<file path="src/verilog/lsu_pkg.sv">
package lsu_pkg;

    // data and address width
    localparam int XLEN = 32;
    // one strobe per byte lane
    localparam int STRB_W = XLEN / 8;
    // destination register tag
    localparam int REG_ADDR_W = 5;
    // operation word width, both union views
    localparam int OP_W = 7;

    // operation kinds
    localparam logic [2:0] KIND_LOAD  = 3'd0;
    localparam logic [2:0] KIND_STORE = 3'd1;
    localparam logic [2:0] KIND_LR    = 3'd2;
    localparam logic [2:0] KIND_SC    = 3'd3;
    localparam logic [2:0] KIND_AMO   = 3'd4;

    // access sizes for ordinary loads and stores
    localparam logic [1:0] SIZE_BYTE = 2'd0;
    localparam logic [1:0] SIZE_HALF = 2'd1;
    localparam logic [1:0] SIZE_WORD = 2'd2;

    // amo functions
    localparam logic [3:0] AMO_SWAP = 4'd0;
    localparam logic [3:0] AMO_ADD  = 4'd1;
    localparam logic [3:0] AMO_XOR  = 4'd2;
    localparam logic [3:0] AMO_AND  = 4'd3;
    localparam logic [3:0] AMO_OR   = 4'd4;
    localparam logic [3:0] AMO_MIN  = 4'd5;
    localparam logic [3:0] AMO_MAX  = 4'd6;
    localparam logic [3:0] AMO_MINU = 4'd7;
    localparam logic [3:0] AMO_MAXU = 4'd8;

    // load/store view
    typedef struct packed {
        logic [2:0] kind;
        logic       unsign;
        logic [1:0] size;
        logic       rsvd;
    } lsu_ldst_t;

    // atomic view, always word sized
    typedef struct packed {
        logic [2:0] kind;
        logic [3:0] func;
    } lsu_amo_t;

    // kind sits in the same bits in both views
    typedef union packed {
        lsu_ldst_t ldst;
        lsu_amo_t  amo;
    } lsu_op_u;

endpackage

</file>
<file path="src/verilog/lsu_req_queue.sv">
module lsu_req_queue #(
    parameter int QUEUE_DEPTH = 4
) (
    input  logic                              clk,
    input  logic                              rst,
    input  logic                              push_i,
    input  lsu_pkg::lsu_op_u                  op_i,
    input  logic [lsu_pkg::XLEN-1:0]          addr_i,
    input  logic [lsu_pkg::XLEN-1:0]          data_i,
    input  logic [lsu_pkg::REG_ADDR_W-1:0]    rd_i,
    input  logic                              pop_i,
    output logic                              head_valid_o,
    output lsu_pkg::lsu_op_u                  head_op_o,
    output logic [lsu_pkg::XLEN-1:0]          head_addr_o,
    output logic [lsu_pkg::XLEN-1:0]          head_data_o,
    output logic [lsu_pkg::REG_ADDR_W-1:0]    head_rd_o,
    output logic                              credit_o
);

    localparam int PTR_W = (QUEUE_DEPTH > 1) ? $clog2(QUEUE_DEPTH) : 1;
    localparam int CNT_W = $clog2(QUEUE_DEPTH + 1);

    // entry storage
    logic [lsu_pkg::OP_W-1:0]       op_mem   [QUEUE_DEPTH];
    logic [lsu_pkg::XLEN-1:0]       addr_mem [QUEUE_DEPTH];
    logic [lsu_pkg::XLEN-1:0]       data_mem [QUEUE_DEPTH];
    logic [lsu_pkg::REG_ADDR_W-1:0] rd_mem   [QUEUE_DEPTH];

    logic [PTR_W-1:0] wr_ptr_q;
    logic [PTR_W-1:0] rd_ptr_q;
    logic [CNT_W-1:0] count_q;
    logic             credit_q;

    always_ff @(posedge clk) begin
        if (push_i) begin
            op_mem[wr_ptr_q]   <= op_i;
            addr_mem[wr_ptr_q] <= addr_i;
            data_mem[wr_ptr_q] <= data_i;
            rd_mem[wr_ptr_q]   <= rd_i;
        end
    end

    always_ff @(posedge clk or posedge rst) begin
        if (rst) begin
            wr_ptr_q <= '0;
            rd_ptr_q <= '0;
            count_q  <= '0;
            credit_q <= 1'b0;
        end else begin
            // explicit wrap, depth need not be a power of two
            if (push_i) begin
                wr_ptr_q <= (wr_ptr_q == PTR_W'(QUEUE_DEPTH - 1)) ? '0 : wr_ptr_q + 1'b1;
            end
            if (pop_i) begin
                rd_ptr_q <= (rd_ptr_q == PTR_W'(QUEUE_DEPTH - 1)) ? '0 : rd_ptr_q + 1'b1;
            end
            case ({push_i, pop_i})
                2'b10:   count_q <= count_q + 1'b1;
                2'b01:   count_q <= count_q - 1'b1;
                default: count_q <= count_q;
            endcase
            // one credit back per retired entry
            credit_q <= pop_i;
        end
    end

    assign head_valid_o = (count_q != '0);
    assign head_op_o    = op_mem[rd_ptr_q];
    assign head_addr_o  = addr_mem[rd_ptr_q];
    assign head_data_o  = data_mem[rd_ptr_q];
    assign head_rd_o    = rd_mem[rd_ptr_q];
    assign credit_o     = credit_q;

    // upstream spent a credit it did not hold
    a_no_push_full: assert property (@(posedge clk) disable iff (rst)
        push_i |-> (count_q < CNT_W'(QUEUE_DEPTH)));

    // control retired an entry that was never queued
    a_no_pop_empty: assert property (@(posedge clk) disable iff (rst)
        pop_i |-> (count_q != '0));

endmodule

</file>
<file path="src/verilog/lsu_ctrl.sv">
module lsu_ctrl (
    input  logic                              clk,
    input  logic                              rst,
    input  logic                              head_valid_i,
    input  lsu_pkg::lsu_op_u                  head_op_i,
    input  logic [lsu_pkg::XLEN-1:0]          head_addr_i,
    input  logic [lsu_pkg::XLEN-1:0]          head_data_i,
    input  logic [lsu_pkg::REG_ADDR_W-1:0]    head_rd_i,
    input  logic                              mem_ack_i,
    input  logic [lsu_pkg::XLEN-1:0]          mem_rdata_i,
    input  logic [lsu_pkg::STRB_W-1:0]        store_wstrb_i,
    input  logic [lsu_pkg::XLEN-1:0]          store_wdata_i,
    input  logic [lsu_pkg::XLEN-1:0]          load_data_i,
    input  logic [lsu_pkg::XLEN-1:0]          amo_new_i,
    output logic                              pop_o,
    output logic [lsu_pkg::XLEN-1:0]          old_word_o,
    output logic                              mem_req_o,
    output logic                              mem_we_o,
    output logic [lsu_pkg::XLEN-1:0]          mem_addr_o,
    output logic [lsu_pkg::STRB_W-1:0]        mem_wstrb_o,
    output logic [lsu_pkg::XLEN-1:0]          mem_wdata_o,
    output logic                              rsp_valid_o,
    output logic [lsu_pkg::REG_ADDR_W-1:0]    rsp_rd_o,
    output logic [lsu_pkg::XLEN-1:0]          rsp_data_o,
    output logic                              rsp_fault_o
);

    localparam logic [1:0] ST_IDLE  = 2'd0;
    localparam logic [1:0] ST_READ  = 2'd1;
    localparam logic [1:0] ST_WRITE = 2'd2;
    localparam logic [1:0] ST_RESP  = 2'd3;

    logic [1:0]                     state_q;
    logic [1:0]                     state_d;
    logic [lsu_pkg::XLEN-1:0]       old_q;
    logic [lsu_pkg::XLEN-1:0]       new_q;
    logic                           resv_valid_q;
    logic [lsu_pkg::XLEN-3:0]       resv_addr_q;
    logic [lsu_pkg::XLEN-1:0]       rsp_data_d;
    logic [lsu_pkg::XLEN-1:0]       rsp_data_q;
    logic [lsu_pkg::REG_ADDR_W-1:0] rsp_rd_q;
    logic                           rsp_fault_q;

    // kind decode, same bits in both views
    logic is_load;
    logic is_store;
    logic is_lr;
    logic is_sc;
    logic is_amo;
    logic misaligned;
    logic sc_ok;
    logic skip_mem;
    logic start;
    logic read_done;
    logic write_done;

    assign is_load  = (head_op_i.ldst.kind == lsu_pkg::KIND_LOAD);
    assign is_store = (head_op_i.ldst.kind == lsu_pkg::KIND_STORE);
    assign is_lr    = (head_op_i.ldst.kind == lsu_pkg::KIND_LR);
    assign is_sc    = (head_op_i.ldst.kind == lsu_pkg::KIND_SC);
    assign is_amo   = (head_op_i.amo.kind == lsu_pkg::KIND_AMO);

    // atomics must be word aligned
    assign misaligned = (is_lr || is_sc || is_amo) && (head_addr_i[1:0] != 2'b00);
    // sc only hits a live reservation on the same word
    assign sc_ok    = is_sc && resv_valid_q && (resv_addr_q == head_addr_i[lsu_pkg::XLEN-1:2]);
    // resolved without touching memory
    assign skip_mem = misaligned || (is_sc && !sc_ok);

    assign start      = (state_q == ST_IDLE) && head_valid_i;
    assign read_done  = (state_q == ST_READ) && mem_ack_i;
    assign write_done = (state_q == ST_WRITE) && mem_ack_i;

    always_comb begin
        state_d = state_q;
        case (state_q)
            ST_IDLE: begin
                if (head_valid_i) begin
                    if (skip_mem) begin
                        state_d = ST_RESP;
                    end else if (is_store || is_sc) begin
                        state_d = ST_WRITE;
                    end else begin
                        state_d = ST_READ;
                    end
                end
            end
            // amo goes on to write back the new value
            ST_READ: begin
                if (mem_ack_i) begin
                    state_d = is_amo ? ST_WRITE : ST_RESP;
                end
            end
            ST_WRITE: begin
                if (mem_ack_i) begin
                    state_d = ST_RESP;
                end
            end
            default: state_d = ST_IDLE;
        endcase
    end

    // entry retires one cycle before its response
    assign pop_o = (start && skip_mem) || (read_done && !is_amo) || write_done;

    always_comb begin
        rsp_data_d = '0;
        if (state_q == ST_IDLE) begin
            // failed sc returns 1, faults return 0
            rsp_data_d = misaligned ? '0 : lsu_pkg::XLEN'(1);
        end else if (state_q == ST_READ) begin
            rsp_data_d = is_load ? load_data_i : mem_rdata_i;
        end else if (is_amo) begin
            rsp_data_d = old_q;
        end
    end

    always_ff @(posedge clk) begin
        if (read_done) begin
            old_q <= mem_rdata_i;
            new_q <= amo_new_i;
        end
        if (read_done && is_lr) begin
            resv_addr_q <= head_addr_i[lsu_pkg::XLEN-1:2];
        end
        if (pop_o) begin
            rsp_data_q  <= rsp_data_d;
            rsp_rd_q    <= head_rd_i;
            rsp_fault_q <= misaligned;
        end
    end

    always_ff @(posedge clk or posedge rst) begin
        if (rst) begin
            state_q      <= ST_IDLE;
            resv_valid_q <= 1'b0;
        end else begin
            state_q <= state_d;
            // sc, amo and plain stores drop the reservation
            if (start && (is_sc || is_amo || is_store)) begin
                resv_valid_q <= 1'b0;
            end else if (read_done && is_lr) begin
                resv_valid_q <= 1'b1;
            end
        end
    end

    // alu sees the word as it arrives
    assign old_word_o = (state_q == ST_READ) ? mem_rdata_i : old_q;

    assign mem_req_o  = (state_q == ST_READ) || (state_q == ST_WRITE);
    assign mem_we_o   = (state_q == ST_WRITE);
    assign mem_addr_o = {head_addr_i[lsu_pkg::XLEN-1:2], 2'b00};
    // atomics write the whole word
    assign mem_wstrb_o = !mem_we_o ? '0 : (is_store ? store_wstrb_i : '1);
    assign mem_wdata_o = !mem_we_o ? '0 :
                         is_amo    ? new_q :
                         is_sc     ? head_data_i : store_wdata_i;

    assign rsp_valid_o = (state_q == ST_RESP);
    assign rsp_rd_o    = rsp_rd_q;
    assign rsp_data_o  = rsp_data_q;
    assign rsp_fault_o = rsp_fault_q;

    // queue head must not move under an open request
    a_req_stable: assert property (@(posedge clk) disable iff (rst)
        (mem_req_o && !mem_ack_i) |=> (mem_req_o && $stable(mem_we_o) &&
        $stable(mem_addr_o) && $stable(mem_wstrb_o) && $stable(mem_wdata_o)));

endmodule

</file>
<file path="src/verilog/lsu_store_align.sv">
module lsu_store_align (
    input  lsu_pkg::lsu_op_u                 op_i,
    input  logic [1:0]                       offset_i,
    input  logic [lsu_pkg::XLEN-1:0]         data_i,
    output logic [lsu_pkg::STRB_W-1:0]       wstrb_o,
    output logic [lsu_pkg::XLEN-1:0]         wdata_o
);

    logic [lsu_pkg::STRB_W-1:0] size_mask;

    // lanes covered at offset zero
    always_comb begin
        case (op_i.ldst.size)
            lsu_pkg::SIZE_BYTE: size_mask = lsu_pkg::STRB_W'(4'b0001);
            lsu_pkg::SIZE_HALF: size_mask = lsu_pkg::STRB_W'(4'b0011);
            default:            size_mask = '1;
        endcase
    end

    // natural alignment keeps the mask inside the word
    assign wstrb_o = size_mask << offset_i;
    // move low bytes of rs2 up to the addressed lanes
    assign wdata_o = data_i << {offset_i, 3'b000};

endmodule

</file>
<file path="src/verilog/lsu_load_extract.sv">
module lsu_load_extract (
    input  lsu_pkg::lsu_op_u                 op_i,
    input  logic [1:0]                       offset_i,
    input  logic [lsu_pkg::XLEN-1:0]         rdata_i,
    output logic [lsu_pkg::XLEN-1:0]         data_o
);

    logic [lsu_pkg::XLEN-1:0] shifted;
    logic                     byte_sign;
    logic                     half_sign;

    // addressed byte down to lane zero
    assign shifted = rdata_i >> {offset_i, 3'b000};

    // sign bit, or zero for the unsigned forms
    assign byte_sign = shifted[7] && !op_i.ldst.unsign;
    assign half_sign = shifted[15] && !op_i.ldst.unsign;

    always_comb begin
        case (op_i.ldst.size)
            lsu_pkg::SIZE_BYTE: begin
                data_o = {{(lsu_pkg::XLEN - 8){byte_sign}}, shifted[7:0]};
            end
            lsu_pkg::SIZE_HALF: begin
                data_o = {{(lsu_pkg::XLEN - 16){half_sign}}, shifted[15:0]};
            end
            // word, offset is zero here
            default: begin
                data_o = shifted;
            end
        endcase
    end

endmodule

</file>
<file path="src/verilog/lsu_amo_alu.sv">
module lsu_amo_alu (
    input  logic [3:0]                       func_i,
    input  logic [lsu_pkg::XLEN-1:0]         old_i,
    input  logic [lsu_pkg::XLEN-1:0]         operand_i,
    output logic [lsu_pkg::XLEN-1:0]         new_o
);

    logic lt_signed;
    logic lt_unsigned;

    // old below rs2
    assign lt_signed   = $signed(old_i) < $signed(operand_i);
    assign lt_unsigned = old_i < operand_i;

    always_comb begin
        case (func_i)
            lsu_pkg::AMO_SWAP: new_o = operand_i;
            lsu_pkg::AMO_ADD:  new_o = old_i + operand_i;
            lsu_pkg::AMO_XOR:  new_o = old_i ^ operand_i;
            lsu_pkg::AMO_AND:  new_o = old_i & operand_i;
            lsu_pkg::AMO_OR:   new_o = old_i | operand_i;
            lsu_pkg::AMO_MIN:  new_o = lt_signed ? old_i : operand_i;
            lsu_pkg::AMO_MAX:  new_o = lt_signed ? operand_i : old_i;
            lsu_pkg::AMO_MINU: new_o = lt_unsigned ? old_i : operand_i;
            lsu_pkg::AMO_MAXU: new_o = lt_unsigned ? operand_i : old_i;
            // unknown codes behave as swap
            default:           new_o = operand_i;
        endcase
    end

endmodule

</file>
<file path="src/verilog/lsu_top.sv">
module lsu_top #(
    parameter int QUEUE_DEPTH = 4
) (
    input  logic                              clk,
    input  logic                              rst,
    // pipeline side, credit based
    input  logic                              req_valid_i,
    input  lsu_pkg::lsu_op_u                  req_op_i,
    input  logic [lsu_pkg::XLEN-1:0]          req_addr_i,
    input  logic [lsu_pkg::XLEN-1:0]          req_data_i,
    input  logic [lsu_pkg::REG_ADDR_W-1:0]    req_rd_i,
    output logic                              credit_o,
    // memory side, req held until ack
    output logic                              mem_req_o,
    output logic                              mem_we_o,
    output logic [lsu_pkg::XLEN-1:0]          mem_addr_o,
    output logic [lsu_pkg::STRB_W-1:0]        mem_wstrb_o,
    output logic [lsu_pkg::XLEN-1:0]          mem_wdata_o,
    input  logic                              mem_ack_i,
    input  logic [lsu_pkg::XLEN-1:0]          mem_rdata_i,
    // writeback side, no back-pressure
    output logic                              rsp_valid_o,
    output logic [lsu_pkg::REG_ADDR_W-1:0]    rsp_rd_o,
    output logic [lsu_pkg::XLEN-1:0]          rsp_data_o,
    output logic                              rsp_fault_o
);

    // queue head
    logic                           head_valid;
    lsu_pkg::lsu_op_u               head_op;
    logic [lsu_pkg::XLEN-1:0]       head_addr;
    logic [lsu_pkg::XLEN-1:0]       head_data;
    logic [lsu_pkg::REG_ADDR_W-1:0] head_rd;
    logic                           pop;
    // datapath results
    logic [lsu_pkg::STRB_W-1:0]     store_wstrb;
    logic [lsu_pkg::XLEN-1:0]       store_wdata;
    logic [lsu_pkg::XLEN-1:0]       load_data;
    logic [lsu_pkg::XLEN-1:0]       old_word;
    logic [lsu_pkg::XLEN-1:0]       amo_new;

    lsu_req_queue #(
        .QUEUE_DEPTH (QUEUE_DEPTH)
    ) i_queue (
        .clk          (clk),
        .rst          (rst),
        .push_i       (req_valid_i),
        .op_i         (req_op_i),
        .addr_i       (req_addr_i),
        .data_i       (req_data_i),
        .rd_i         (req_rd_i),
        .pop_i        (pop),
        .head_valid_o (head_valid),
        .head_op_o    (head_op),
        .head_addr_o  (head_addr),
        .head_data_o  (head_data),
        .head_rd_o    (head_rd),
        .credit_o     (credit_o)
    );

    lsu_ctrl i_ctrl (
        .clk           (clk),
        .rst           (rst),
        .head_valid_i  (head_valid),
        .head_op_i     (head_op),
        .head_addr_i   (head_addr),
        .head_data_i   (head_data),
        .head_rd_i     (head_rd),
        .mem_ack_i     (mem_ack_i),
        .mem_rdata_i   (mem_rdata_i),
        .store_wstrb_i (store_wstrb),
        .store_wdata_i (store_wdata),
        .load_data_i   (load_data),
        .amo_new_i     (amo_new),
        .pop_o         (pop),
        .old_word_o    (old_word),
        .mem_req_o     (mem_req_o),
        .mem_we_o      (mem_we_o),
        .mem_addr_o    (mem_addr_o),
        .mem_wstrb_o   (mem_wstrb_o),
        .mem_wdata_o   (mem_wdata_o),
        .rsp_valid_o   (rsp_valid_o),
        .rsp_rd_o      (rsp_rd_o),
        .rsp_data_o    (rsp_data_o),
        .rsp_fault_o   (rsp_fault_o)
    );

    lsu_store_align i_store_align (
        .op_i     (head_op),
        .offset_i (head_addr[1:0]),
        .data_i   (head_data),
        .wstrb_o  (store_wstrb),
        .wdata_o  (store_wdata)
    );

    lsu_load_extract i_load_extract (
        .op_i     (head_op),
        .offset_i (head_addr[1:0]),
        .rdata_i  (mem_rdata_i),
        .data_o   (load_data)
    );

    lsu_amo_alu i_amo_alu (
        .func_i    (head_op.amo.func),
        .old_i     (old_word),
        .operand_i (head_data),
        .new_o     (amo_new)
    );

endmodule

</file>
<file path="config.mk">
export PLATFORM = sky130hd
export DESIGN_NAME = lsu_top
export DESIGN_NICKNAME = d
export VERILOG_FILES = /design/src/verilog/lsu_pkg.sv /design/src/verilog/lsu_req_queue.sv /design/src/verilog/lsu_ctrl.sv /design/src/verilog/lsu_store_align.sv /design/src/verilog/lsu_load_extract.sv /design/src/verilog/lsu_amo_alu.sv /design/src/verilog/lsu_top.sv
export SDC_FILE = /design/constraint.sdc
export NUM_CORES = 1
export LEC_CHECK = 0
export BUFFER_PORTS_ARGS = -buffer_cell sky130_fd_sc_hd__buf_2
export CORE_AREA = 2 2 281 283
export CTS_BUF_LIST = sky130_fd_sc_hd__clkbuf_2
export CTS_CLUSTER_DIAMETER = 120
export DETAILED_ROUTE_END_ITERATION = 8
export DIE_AREA = 0 0 283 285
export PLACE_DENSITY = 0.49
export SLEW_MARGIN = 20
export SYNTH_ARGS = -nofsm -noshare
export SYNTH_HDL_FRONTEND = slang
export SYNTH_SLANG_ARGS = --single-unit
</file>
<file path="constraint.sdc">
create_clock -name clk -period 9.7 [get_ports clk]
set_clock_uncertainty 0.15 [all_clocks]
set_input_delay 0.485 -clock clk [delete_from_list [all_inputs] [get_ports clk]]
set_output_delay 0.485 -clock clk [all_outputs]
set_load 0.05 [all_outputs]
</file>
* Word level (Yosys, flattened, before mapping)
Memories as Yosys holds them, arrays and structs flattened. A register that Yosys moved wholly into a read port is not among the register bits.
Cells that the tools add are included.
Widths: inputs -> output; s select.
** Word-level totals
- Bits in registers :: 138
- Memory bits (writable) :: 304
- Input port bits :: 112
- Output and inout port bits :: 110
- Logic and storage cells :: 117
- Memories :: 4
** Memories
- i_queue.addr_mem :: depth 4, bits a word 32, read ports 1, clocked after memory_dff 0, write ports 1, RTL line lsu_req_queue.sv:25 : logic [lsu_pkg::XLEN-1:0] addr_mem [QUEUE_DEPTH];
- i_queue.data_mem :: depth 4, bits a word 32, read ports 1, clocked after memory_dff 0, write ports 1, RTL line lsu_req_queue.sv:26 : logic [lsu_pkg::XLEN-1:0] data_mem [QUEUE_DEPTH];
- i_queue.op_mem :: depth 4, bits a word 7, read ports 1, clocked after memory_dff 0, write ports 1, RTL line lsu_req_queue.sv:24 : logic [lsu_pkg::OP_W-1:0] op_mem [QUEUE_DEPTH];
- i_queue.rd_mem :: depth 4, bits a word 5, read ports 1, clocked after memory_dff 1, write ports 1, RTL line lsu_req_queue.sv:27 : logic [lsu_pkg::REG_ADDR_W-1:0] rd_mem [QUEUE_DEPTH];
** Cells by class
- Add/sub/neg operators :: 5
- Order comparisons :: 2
- Eq/ne operators :: 24
- Shift operators :: 3
- Muxes and demuxes :: 32
- Bitwise logic cells :: 3
- Reduce and logical (&&, ||, !) cells :: 33
** Operator list (count)
- $mux 32 :: 12
- $pmux 32 s8 :: 1
- $lt 32x32->1 :: 2
- $pmux 32 s2 :: 1
- $add 32x32->32 :: 1
- $and 32x32->32 :: 1
- $or 32x32->32 :: 1
- $shl 32x5->32 :: 1
- $shr 32x5->32 :: 1
- $xor 32x32->32 :: 1
- $eq 30x30->1 :: 1
- $eq 4x3->1 const B :: 4
- $mux 2 :: 7
- $logic_and 1x1->1 :: 13
- $eq 2x2->1 const B :: 5
- $logic_or 1x1->1 :: 9
- $eq 4x2->1 const B :: 2
- $mux 4 :: 2
- $pmux 4 s2 :: 1
- $eq 2x1->1 const B :: 3
- $eq 3x2->1 const B :: 2
- $mux 1 :: 6
- $pmux 2 s3 :: 1
- $pmux 3 s2 :: 1
- 16 further kinds :: 23

* Depth between registers and ports, before layout
Gate-level depths: netlist of run 1.
An unclocked memory read counts as a cell.
- Word-level depth :: 12
- Mapped depth :: 22
- Mapped depth without buffers :: 17

* Modules after synthesis
From an unflattened synthesis of run 1, not the netlist that was laid out.
** Unflattened totals
- Cells, all modules :: 1818
- Area total of the unflattened synthesis :: 24159.4 µm²
** Modules (own cells, without submodules)
- lsu_req_queue :: instances 1, cells each 437, area an instance 11432.2 µm², sequential area each 9328.9 µm²
- lsu_ctrl :: instances 1, cells each 588, area an instance 7091.8 µm², sequential area each 4038.9 µm²
- lsu_amo_alu :: instances 1, cells each 618, area an instance 4302.9 µm², sequential area each 0.0 µm²
- lsu_load_extract :: instances 1, cells each 103, area an instance 768.2 µm², sequential area each 0.0 µm²
- lsu_store_align :: instances 1, cells each 72, area an instance 564.3 µm², sequential area each 0.0 µm²

* Worst setup path before layout of run 1
Ideal clock, no wire load.
- Path kind :: register to register
- Start point :: register i_queue.rd_ptr_q[0]
- End point :: register i_queue.count_q[2]
- Setup time :: 0.079 ns
- Data arrival time :: 5.731 ns
- Required time :: 9.471 ns
- Slack :: 3.740 ns
- Stages on the path, launching flop included :: 18
- Buffers on the path :: 4
- Clock period less this slack :: 5.960 ns
- Cells stage by stage :: dfrtp_1 -> buf_6 -> buf_12 -> buf_2 -> buf_2 -> mux4_2 -> xnor2_1 -> nand4_1 -> nor4_1 -> nand4_1 -> a21oi_1 -> o22ai_1 -> ha_1 -> inv_1 -> fa_1 -> xor2_1 -> nor2_1 -> xor2_1
** On the way
- Elaborated cells on any way between the ends :: 24
- Those cells by class :: 6 x eq/ne; 1 x mux; 15 x reduce/logical; 2 x memory
** RTL lines
- from (decl) :: RTL line lsu_req_queue.sv:30 : logic [PTR_W-1:0] rd_ptr_q;
- from (signal assigned) :: RTL line lsu_req_queue.sv:55 : rd_ptr_q <= (rd_ptr_q == PTR_W'(QUEUE_DEPTH - 1)) ? '0 : rd_ptr_q + 1'b1;
- $mem_v2 4x32 *
- named net mem_addr_o (one bit) :: RTL line lsu_top.sv:16 : output logic [lsu_pkg::XLEN-1:0] mem_addr_o,
- $eq 30x30->1 * :: RTL line lsu_ctrl.sv:66 : assign sc_ok = is_sc && resv_valid_q && (resv_addr_q == head_addr_i[lsu_pkg::XLEN-1:2]);
- $logic_and 1x1->1 * :: RTL line lsu_ctrl.sv:66
- $logic_not 1->1 * :: RTL line lsu_ctrl.sv:68 : assign skip_mem = misaligned || (is_sc && !sc_ok);
- $logic_and 1x1->1 * :: RTL line lsu_ctrl.sv:68
- $logic_or 1x1->1 * :: RTL line lsu_ctrl.sv:68
- $logic_and 1x1->1 * :: RTL line lsu_ctrl.sv:104 : assign pop_o = (start && skip_mem) || (read_done && !is_amo) || write_done;
- $logic_or 1x1->1 * (2 in series) :: RTL line lsu_ctrl.sv:104
- named net i_ctrl.pop_o :: RTL line lsu_ctrl.sv:15 : output logic pop_o,
- $eq 2x1->1 or $eq 2x2->1 (tied branches) :: RTL line lsu_req_queue.sv:57 : case ({push_i, pop_i})
- $pmux 3 s2 or $reduce_bool 2->1 (tied branches)
- to (signal assigned) :: RTL line lsu_req_queue.sv:58 : 2'b10: count_q <= count_q + 1'b1;
- to (signal assigned) :: RTL line lsu_req_queue.sv:59 : 2'b01: count_q <= count_q - 1'b1;
- to (signal assigned) :: RTL line lsu_req_queue.sv:60 : default: count_q <= count_q;
- to (decl) :: RTL line lsu_req_queue.sv:31 : logic [CNT_W-1:0] count_q;
Mark *: on every way through the listed nets, which the timed path passes. The rest lies on a longest branch.
A chain may end at the register's enable or synchronous reset.

* Worst setup path in the final report of run 1
- Start point :: register i_queue.rd_ptr_q[0]
- End point :: output port mem_wdata_o[10] (netlist name)
** On the way
- Longest elaborated chain between the ends :: 5
- Elaborated cells on any way between the ends :: 9
- Those cells by class :: 2 x eq/ne; 1 x shift; 3 x mux; 3 x memory
** RTL lines
- $mem_v2 4x32, or another cell as far along
- $shl 32x5->32 or $eq 3x2->1 (tied branches) :: RTL line lsu_store_align.sv:23, lsu_ctrl.sv:60
- $mux 32 :: RTL line lsu_ctrl.sv:158 : is_sc ? head_data_i : store_wdata_i;
- $mux 32 * :: RTL line lsu_ctrl.sv:157 : is_amo ? new_q :
- $mux 32 * :: RTL line lsu_ctrl.sv:156 : assign mem_wdata_o = !mem_we_o ? '0 :
- to (decl) :: RTL line lsu_top.sv:18 : output logic [lsu_pkg::XLEN-1:0] mem_wdata_o,
Every way passes the cells marked *; elsewhere a longest branch is shown, timed or not.

==> results of run 1 <==
## stage by stage
| stage | setup WS, ns | instance area (um^2) | cells | utilization (%) |
|---|---|---|---|---|
| 2_1_floorplan | 3.74 | 23100 | 1819 | - |
| 3_3_place_gp | 3.34 | 25300 | 3012 | 32.5 |
| 3_5_place_dp | 3.15 | 25300 | 3012 | 32.5 |
| 4_1_cts | 2.90 | 28600 | 3439 | 36.7 |
| 5_1_grt | 2.62 | 28600 | 3446 | 36.7 |
| 6_report | 3.05 | 28600 | 3447 | 36.7 |
## routing by layer
layer	share of wire, %	GRT usage [%]	wire length, um	up-vias
met4	2.3	5.53	1730	4
met1	45	24.2	33100	8639
li1	-	-	-	7971
met2	46	28.9	33800	684
met3	7.2	4.67	5330	139
met5	0.037	0	27	-
## registers in the layout (all words and copies together), names as in the netlist, 20 cells and up
register and flops:
i_queue.addr_mem 128, i_queue.data_mem 128, i_ctrl.new_q 32, i_ctrl.old_q 32
i_ctrl.rsp_data_o 32, i_ctrl.resv_addr_q 30, i_queue.op_mem 28, i_queue.rd_mem 20
## synth_stat cells (11+ instances only)
library cell	number	area, um^2
dfrtp_1	11	275
buf_2	15	75.1
o21ai_0	80	400
nand2_1	130	488
nor2b_1	44	275
a21boi_0	26	195
mux4_2	72	1620
o211ai_1	14	105
xnor2_1	37	324
buf_1	12	45.0
clkbuf_1	75	282
nand2b_1	15	93.8
o22ai_1	36	225
a31oi_1	14	87.6
xor2_1	17	149
nand3_1	17	85.1
a221oi_1	13	114
inv_1	98	368
and2_1	14	87.6
nor2_1	122	458
nor3b_1	13	97.6
o221ai_1	48	420
a21oi_1	190	951
nor3_1	16	80.1
o21bai_1	14	105
ha_1	102	1280
edfxtp_1	436	13100
## worst max-delay path by stage
stage,startpoint,end,slack (ns),cells past startpoint
after global routing,i_queue.rd_ptr_q[0],mem_wdata_o[9],2.62,8
after detailed placement,i_ctrl.state_q[1],i_ctrl.new_q[10],3.15,18
after CTS,i_queue.rd_ptr_q[0],mem_wdata_o[9],2.90,8
final,i_queue.rd_ptr_q[0],mem_wdata_o[10],3.05,8
after global placement,i_ctrl.state_q[1],i_ctrl.new_q[10],3.34,18
after floorplan,i_queue.rd_ptr_q[0],i_queue.count_q[2],3.74,17
## worst reg2reg max path: stages (launching register included)
cell,delay [ns]
dfrtp_1,0.43
inv_1,0.10
ha_2,0.37
buf_4,0.65
nor2b_1,0.15
a21oi_1,0.52
inv_1,0.14
ha_1,0.66
and4_1,0.32
nand2_1,0.07
or3_1,0.42
a21oi_1,0.19
o21a_1,0.20
nor2_4,0.07
a21oi_1,0.86
buf_4,0.42
inv_2,0.20
a221oi_1,0.35
a21oi_1,0.07
## final cells by class
class                   instances  area share (%)
diodes                          8          0.0699
clock buffers                 160            2.80
clock inverters                46           0.979
inverters                      99            1.30
multi-input cells            1165            31.2
flip-flops and latches        447            46.7
well taps                    1050            4.59
repair buffers                472            12.4
## cells by family (layout without fill, tap and decap cells)
family / count (synthesis) / after routing
buf+inv: 207 / 777
xor+xnor: 54 / 54
other cells: 1 / 10
mux: 95 / 95
fa+ha+maj: 104 / 104
simple gates: 412 / 412
compound gates: 498 / 498
flops: 447 / 447
==> metrics.yaml, run 1 <==
setup_path:
  cp.required_ns: 9.07
  crit_family: "buffers and inverters"
  crit_arrival_ns: 6.01
  worstSetupEndpointType: "output port"
  cp_slowest_cell: "mux4_1"
  rr_endpoint: "i_ctrl.new_q[3]"
  cp_num_buf_inv: 3
  cpMostUsedCell: "buf_4"
  crit_fanout: 55
  reg2regPathDepth: 18
  r2r_slack_ns: 3.11
  rr_startpoint: "i_ctrl.state_q[1]"
  path_cells: "buf_4 > mux4_1 > nor2_1 > and2_2 > buf_4 > a221oi_1 > nor3b_1 > buf_2"
  crit_type: "reg2out"
  cpPeakStageDelay_ns: 0.86
  worst_setup_path_start_kind: "flop"
clocking:
  cts.sinks: 447
  cts_root_buf: "clkbuf_2"
  htreeDepth: 3
  insertion_delay_ns: 1.27
  numCtsBuffers: 119
  cts_tree: "done"
  cts.path.max_buffers: 3
  cts_setup_buffers: 0
  clkTransAtPathRegs_ns: 0.13
  hold_buffers: 221
  post_cts_resized: 0
synthesis:
  synthArstFlopShare_pct: 2.46
  yosysUniqueCellTypes: 77
  yosys.area_share.simple_pct: 8.42
  syn_area_um2: 23100
  synth-adder-area-share_pct: 5.71
  synth_top_family_by_area: "compound AO/OA/AOI/OAI gates"
  yosysWarningCount: 0
  synth-seq-cells: 447
  synth_compound_area_share_pct: 13.8
  synthMuxAreaShare_pct: 8.37
  yosysSeqAreaShare_pct: 58.0
  synthCells: 1818
  avgSynthCellArea_um2: 12.7
  synth_ff_type: "edfxtp_1"
  synth-edff-count: 436
  synth_xor_area_share_pct: 2.05
sta:
  relSlewSlack_pct: 27.5
  fin_crit_ns: 6.65
  finalMaxSlewViolations: 0
  fin_crit_sh_pct: 68.5
  whs_ns: 0.116
  fmaxAchievable_mhz: 150
  rsz0062_at_grt: "false"
  setup_tns_ns: 0
  setup-violations-final: 0
  hold_violations: 0
  worst_pin_slew_ns: 1.09
global_route:
  grt_pass1_vias: 17700
  grt_overflow: 0
  antenna_found_initial: 10
  grt_usage_pct: 18.1
  grt_pass1_wl_mm: 112
  grt_max_degree: 77
placement:
  dp_hpwl_mm: 49.5
  io_buffer_count: 219
  gp_congestion: 0.903
floorplanning:
  start_util_pct: 29.6
  dieArea_um2: 80700
  die_w_um: 283
  num_io_pins: 222
  core_area_um2: 78000
  die_y_um: 285
  rows: 103
min_path:
  hold-path-endpoint: "i_ctrl.rsp_data_o[18]"
  hp-start: "mem_rdata_i[18]"
  hp-class: "in2reg"
  hold_path_depth: 4
cells_and_area:
  final_common_cell: "edfxtp_1"
  layout-drive-gt1-share_pct: 22.9
  finalNetCount: 2520
  fillCellCount: 7683
  seqCellArea_um2: 13400
  final_cell_mix: "edfxtp_1, dlygate4sd3_1, buf_2"
  multi_input_area_um2: 8930
  area_delta_synth_final_pct: 24.2
job:
  maxCapViolCount: 0
routing:
  wl_mm: 74.0
  drtPass1Iterations: 5
  wl_per_cell_um: 21.5
  drtAntennaViolNets: 0
  drc: 0
  num_vias: 17400
  viasPerCell: 5.06
  drt_iter0_drc: 1483
status:
  status: "completed"
Power of run 1 is not shown: default switching activity piles up to over one toggle a cycle in this logic, so the estimate is an artifact.
==> inputs of run 2 (changes only) <==
--- a/config.mk
+++ b/config.mk
@@ -11,7 +11,7 @@
 export CTS_CLUSTER_DIAMETER = 120
 export DETAILED_ROUTE_END_ITERATION = 8
 export DIE_AREA = 0 0 283 285
-export PLACE_DENSITY = 0.49
+export PLACE_DENSITY = 0.5
 export SLEW_MARGIN = 20
 export SYNTH_ARGS = -nofsm -noshare
 export SYNTH_HDL_FRONTEND = slang
==> constraint.sdc (replaced) <==
create_clock -name clk -period 6 [get_ports clk]
set_clock_uncertainty 0.15 [all_clocks]
set_input_delay 0.3 -clock clk [delete_from_list [all_inputs] [get_ports clk]]
set_output_delay 0.3 -clock clk [all_outputs]
set_load 0.05 [all_outputs]
==> run 2 against run 1 <==
Clock-buffer cell count rose by 6. Register-to-register slack lost 2.4 ns. Sequential cell count did not move. Critical path type unchanged. Via count grew 0.20%. Largest cell class unchanged. Final area increased by 0.59%. Non-clock buffer count grew 31. Routed wire length shrank 0.20%. Die area is the same. Critical path depth is 1 higher. Global-route usage down 0.12 points.
==> metrics.yaml, run 2 (synthesis results as in run 1) <==
setup_path:
  reg2regPathDepth: 18  # unchanged
  crit_type: "reg2out"  # unchanged
  worstSetupEndpointType: "output port"  # unchanged
  crit_arrival_ns: 5.18  # was 6.01 ns
  cp-startpoint: "i_queue.rd_ptr_q[0]"  # unchanged
  rr_endpoint: "i_ctrl.new_q[30]"  # was i_ctrl.new_q[3]
  cp.required_ns: 5.55  # was 9.07 ns
  r2r_slack_ns: 0.66  # was 3.11 ns
  crit_fanout: 26  # was 55
  rr_startpoint: "i_ctrl.state_q[1]"  # unchanged
  worst_setup_path_start_kind: "flop"  # unchanged
floorplanning:
  dieArea_um2: 80700  # unchanged
  die_w_um: 283  # unchanged
  rows: 103  # unchanged
  core_area_um2: 78000  # unchanged
  num_io_pins: 222  # unchanged
  die_y_um: 285  # unchanged
  start_util_pct: 29.6  # unchanged
placement:
  io_buffer_count: 219  # unchanged
  dp_hpwl_mm: 51.0  # was 49.5 mm
  gp_congestion: 0.926  # was 0.903
global_route:
  grt_pass1_wl_mm: 111  # was 112 mm
  grt_usage_pct: 18.0  # was 18.1%
  grt_pass1_vias: 17800  # was 17,700
  antenna_found_initial: 11  # was 10
  grt_overflow: 0  # unchanged
  grt_max_degree: 66  # was 77
cells_and_area:
  seqCellArea_um2: 13400  # unchanged
  reg.largest.list: "i_queue.addr_mem (128), i_queue.data_mem (128)"  # unchanged
  area_delta_synth_final_pct: 24.9  # was 24.2%
  fillCellCount: 7692  # was 7,683
  finalNetCount: 2549  # was 2,520
  layout-drive-gt1-share_pct: 23.9  # was 22.9%
  final_cell_mix: "edfxtp_1, dlygate4sd3_1, buf_2"  # unchanged
  final_common_cell: "edfxtp_1"  # unchanged
  final_util_pct: 36.9  # was 36.7%
  multi_input_area_um2: 8950  # was 8930 um^2
routing:
  drtAntennaViolNets: 0  # unchanged
  num_vias: 17500  # was 17,400
  drtPass1Iterations: 9  # was 5
  wl_per_cell_um: 21.4  # was 21.5 um
  drc: 0  # unchanged
  viasPerCell: 5.06  # about the same
  drt_iter0_drc: 1483  # unchanged
  wl_mm: 73.8  # was 74.0 mm
sta:
  rsz0062_at_grt: "false"  # unchanged
  fmaxAchievable_mhz: 177
  relSlewSlack_pct: 26.7  # was 27.5%
  setup-violations-final: 0  # unchanged
  hold_violations: 0  # unchanged
  worst_pin_slew_ns: 1.09  # about the same
  fin_crit_ns: 5.63
  setup_tns_ns: 0  # unchanged
  fin_crit_sh_pct: 93.9
  finalMaxSlewViolations: 0  # unchanged
clocking:
  insertion_delay_ns: 1.19  # was 1.27 ns
  htreeDepth: 3  # unchanged
  cts.sinks: 447  # unchanged
  numCtsBuffers: 117  # was 119
  cts.path.max_buffers: 3  # unchanged
  clkTransAtPathRegs_ns: 0.09  # was 0.13 ns
  cts_tree: "done"  # unchanged
  cts_root_buf: "clkbuf_2"  # unchanged
min_path:
  hold_path_depth: 4  # unchanged
  hold-path-endpoint: "i_ctrl.rsp_data_o[19]"  # was i_ctrl.rsp_data_o[18]
  hp-start: "mem_rdata_i[19]"  # was mem_rdata_i[18]
  hp-class: "in2reg"  # unchanged
status:
  status: "completed"  # unchanged
job:
  maxCapViolCount: 0  # unchanged
==> run 2: changes by cell type in the layout (fill, tap and decap cells not counted), moves of 3 or more <==
cell / before / now
clkinv_2: 11 / 1
diode_2: 8 / 4
nor3b_1: 12 / 9
dlygate4sd3_1: 221 / 224
clkinv_1: 28 / 11
nor3b_2: 1 / 4
clkbuf_2: 160 / 166
buf_12: 0 / 3
nor2_2: 4 / 1
buf_4: 32 / 56
==> run 2: worst max path at each step <==
stage               cells after the start  slack [ns]                  to
detailed placement                     18        0.71    i_ctrl.new_q[28]
floorplan                              17        0.04  i_queue.count_q[2]
global placement                       13        0.80    i_ctrl.new_q[22]
finish                                  9        0.37     mem_wdata_o[11]
CTS                                     9        0.08     mem_wdata_o[31]
global route                            9        0.02     mem_wdata_o[11]
==> run 2: area by class of cell <==
class	count	area share, %
Antenna cell	4	0.0347
Clock buffer	166	2.88
Clock inverter	19	0.443
Inverter	99	1.29
Multi-Input combinational cell	1165	31.1
Sequential cell	447	46.4
Tap cell	1050	4.56
Timing Repair Buffer	503	13.3
==> run 2: what timing repair did <==
item / in CTS / in global routing
resized for setup: 4 / 3
cloned: 0 / 0
setup endpoints to repair: 19 / 17
setup buffers: 1 / 0
endpoints found under the hold margin: 738 / 0
hold buffers: 224 / 0
==> run 2: metal layers <==
layer	GRT usage [%]	up-vias	routed length, um
met4	5.89	12	1810
met3	4.42	142	5830
met1	24.0	8588	32300
met5	0	-	77
met2	28.8	717	33800
li1	-	8013	-
==> run 2: through the flow <==
stage / hold WS, ns / std cells / cell area, um^2 / setup WS (ns)
2_1_floorplan: 0.00244 / 1819 / 23100 / 0.0401
3_3_place_gp: 0.196 / 3039 / 25500 / 0.800
3_5_place_dp: 0.206 / 3039 / 25500 / 0.706
4_1_cts: 0.00652 / 3449 / 28800 / 0.0828
5_1_grt: 0.0543 / 3453 / 28800 / 0.0186
6_report: 0.138 / 3453 / 28800 / 0.366
==> run 2: worst max-delay path, cell delays in order, from the launching register on <==
cell,delay [ns]
dfrtp_4,0.66
buf_4,0.23
buf_6,0.30
mux4_1,0.80
nand2b_1,0.36
nor2_4,0.29
buf_4,0.33
a221oi_1,0.15
nor3b_1,0.48
buf_2,0.37
Power of run 2 is left out for the same reason.
==> inputs of run 3 (changes only) <==
--- a/config.mk
+++ b/config.mk
@@ -11,7 +11,8 @@
 export CTS_CLUSTER_DIAMETER = 120
 export DETAILED_ROUTE_END_ITERATION = 8
 export DIE_AREA = 0 0 283 285
-export PLACE_DENSITY = 0.5
+export PLACE_DENSITY = 0.54
+export SETUP_SLACK_MARGIN = 0.05
 export SLEW_MARGIN = 20
 export SYNTH_ARGS = -nofsm -noshare
 export SYNTH_HDL_FRONTEND = slang
==> run 3 against run 2 <==
Global-route usage grew 0.071 points. Critical endpoint is now mem_wdata_o[26]. Via count grew 0.85%. Sequential share of layout area shrank 0.28 points. Final area grew 0.60%. Hold slack lost 0.044 ns. Core utilization grew 0.22 points. Setup slack gained 0.15 ns. Fmax grew 2.7%. Largest cell class unchanged. Register-to-register slack lost 0.10 ns.
==> metrics.yaml, run 3 (synthesis results as in run 1) <==
placement:
  gp_congestion: 0.918  # was 0.926
  pre_cts_ws_ns: 0.688  # was 0.706 ns
  dp_hpwl_mm: 51.1  # was 51.0 mm
  io_buffer_count: 219  # unchanged
clocking:
  htreeDepth: 3  # unchanged
  numCtsBuffers: 119  # was 117
  cts.sinks: 447  # unchanged
  clkTransAtPathRegs_ns: 0.10  # was 0.09 ns
  cts.path.max_buffers: 3  # unchanged
  cts_root_buf: "clkbuf_2"  # unchanged
  cts_tree: "done"  # unchanged
  insertion_delay_ns: 1.27  # was 1.19 ns
cells_and_area:
  area_delta_synth_final_pct: 25.7  # was 24.9%
  reg.largest.list: "i_queue.addr_mem (128), i_queue.data_mem (128)"  # unchanged
  layout-drive-gt1-share_pct: 24.1  # was 23.9%
  multi_input_area_um2: 8910  # was 8950 um^2
  final_common_cell: "edfxtp_1"  # unchanged
  seqCellArea_um2: 13400  # unchanged
  final_util_pct: 37.2  # was 36.9%
  final_cell_mix: "edfxtp_1, dlygate4sd3_1, buf_2"  # unchanged
  finalNetCount: 2559  # was 2,549
  fillCellCount: 7599  # was 7,692
min_path:
  hp-class: "in2reg"  # unchanged
setup_path:
  cpMostUsedCell: "buf_4"  # unchanged
  crit_family: "compound AO/OA/AOI/OAI gates"  # was buffers and inverters
  crit_arrival_ns: 5.04  # was 5.18 ns
  cp.required_ns: 5.55  # about the same
  worstSetupEndpointType: "output port"  # unchanged
  cp_slowest_cell: "dfrtp_4"  # was mux4_1
  path_cells: "buf_4 > mux2_2 > o21ai_2 > buf_4 > nand2_1 > a31oi_1 > o221ai_1 > a21boi_0 > buf_4 > buf_2"  # was buf_4 > buf_6 > mux4_1 > nand2b_1 > nor2_4 > buf_4 > a221oi_1 > nor3b_1 > buf_2
  crit_type: "reg2out"  # unchanged
  crit_fanout: 49  # was 26
  cp_num_buf_inv: 4  # unchanged
  worst_setup_path_start_kind: "flop"  # unchanged
  cpPeakStageDelay_ns: 0.65  # was 0.80 ns
global_route:
  antenna_found_initial: 14  # was 11
  grt_overflow: 0  # unchanged
  grt_max_degree: 53  # was 66
  grt_pass1_wl_mm: 111  # about the same
  grt_usage_pct: 18.1  # was 18.0%
  grt_pass1_vias: 17800  # about the same
floorplanning:
  die_y_um: 285  # unchanged
  start_util_pct: 29.6  # unchanged
  dieArea_um2: 80700  # unchanged
  core_area_um2: 78000  # unchanged
  num_io_pins: 222  # unchanged
  rows: 103  # unchanged
  die_w_um: 283  # unchanged
sta:
  setup_slack_ns: 0.513  # was 0.366 ns
  relSlewSlack_pct: 30.2  # was 26.7%
  hold_violations: 0  # unchanged
  worst_pin_slew_ns: 1.04  # was 1.09 ns
  fin_crit_sh_pct: 91.4  # was 93.9%
  setup_tns_ns: 0  # unchanged
  finalMaxSlewViolations: 0  # unchanged
  fin_crit_ns: 5.49  # was 5.63 ns
  rsz0062_at_grt: "false"  # unchanged
  fmaxAchievable_mhz: 182  # was 177 MHz
  setup-violations-final: 0  # unchanged
status:
  status: "completed"  # unchanged
routing:
  num_vias: 17600  # was 17,500
  drt_iter0_drc: 1553  # was 1,483
  viasPerCell: 5.05  # was 5.06
  drtAntennaViolNets: 0  # unchanged
  wl_per_cell_um: 21.4  # about the same
  drtPass1Iterations: 5  # was 9
  drc: 0  # unchanged
  wl_mm: 74.7  # was 73.8 mm
job:
  maxCapViolCount: 0  # unchanged
==> run 3: changes by cell type in the layout (fill, tap and decap cells not counted), moves of 2 or more <==
cell      delta
clkinv_1    +16
clkinv_2     +9
buf_4        +8
nor3b_1      +3
nor3b_2      -3
clkbuf_2     +2
==> run 3: metal layers <==
layer	up-vias	routed length (um)	share of wire [%]	track usage [%]
met4	24	1400	1.9	4.97
met2	717	34400	46	28.9
met5	-	158	0.21	0
li1	8053	-	-	-
met1	8702	32800	44	24.2
met3	124	5890	7.9	4.88
==> run 3: final timing paths <==
check	slack (ns)	from	depth (start not counted)	endpoint
hold reg to reg	0.33	i_queue.count_q[2]	1	i_queue.count_q[2]
max in group asynchronous	4.56	rst	5	i_queue.rd_ptr_q[1]
min in group asynchronous	0.64	rst	5	i_ctrl.resv_valid_q
setup reg to reg	0.56	i_ctrl.state_q[1]	16	i_ctrl.new_q[22]
hold / removal	0.09	mem_rdata_i[3]	6	i_ctrl.new_q[3]
setup / recovery	0.51	i_queue.rd_ptr_q[0]	10	mem_wdata_o[26]
==> run 3: cell type report <==
cell class / count / area share (%)
Clock inverter: 44 / 0.889
Multi-Input combinational cell: 1165 / 30.8
Tap cell: 1050 / 4.53
Sequential cell: 447 / 46.2
Timing Repair Buffer: 511 / 13.5
Antenna cell: 4 / 0.0345
Clock buffer: 168 / 2.90
Inverter: 99 / 1.28
==> run 3: stage by stage <==
step | cell area, um^2 | std cells | hold WS, ns
2_1_floorplan | 23100 | 1819 | 0.00244
3_3_place_gp | 25600 | 3047 | 0.204
3_5_place_dp | 25600 | 3047 | 0.218
4_1_cts | 28900 | 3483 | 0.00935
5_1_grt | 29000 | 3488 | 0.0706
6_report | 29000 | 3488 | 0.0942
==> run 3: repair_timing <==
item / 4_1_cts / 5_1_grt
hold buffers: 224 / 0
resized for setup: 0 / 0
buffers inserted: 0 / 1
endpoints found under the hold margin: 664 / 0
setup endpoints to repair: 0 / 2
==> run 3: tightest hold or removal path: stages <==
cell,delay (ns)
dlygate4sd3_1,0.51
buf_2,0.11
a21oi_1,0.10
inv_1,0.11
a221oi_1,0.09
a21oi_1,0.12
Power of run 3 is left out for the same reason.
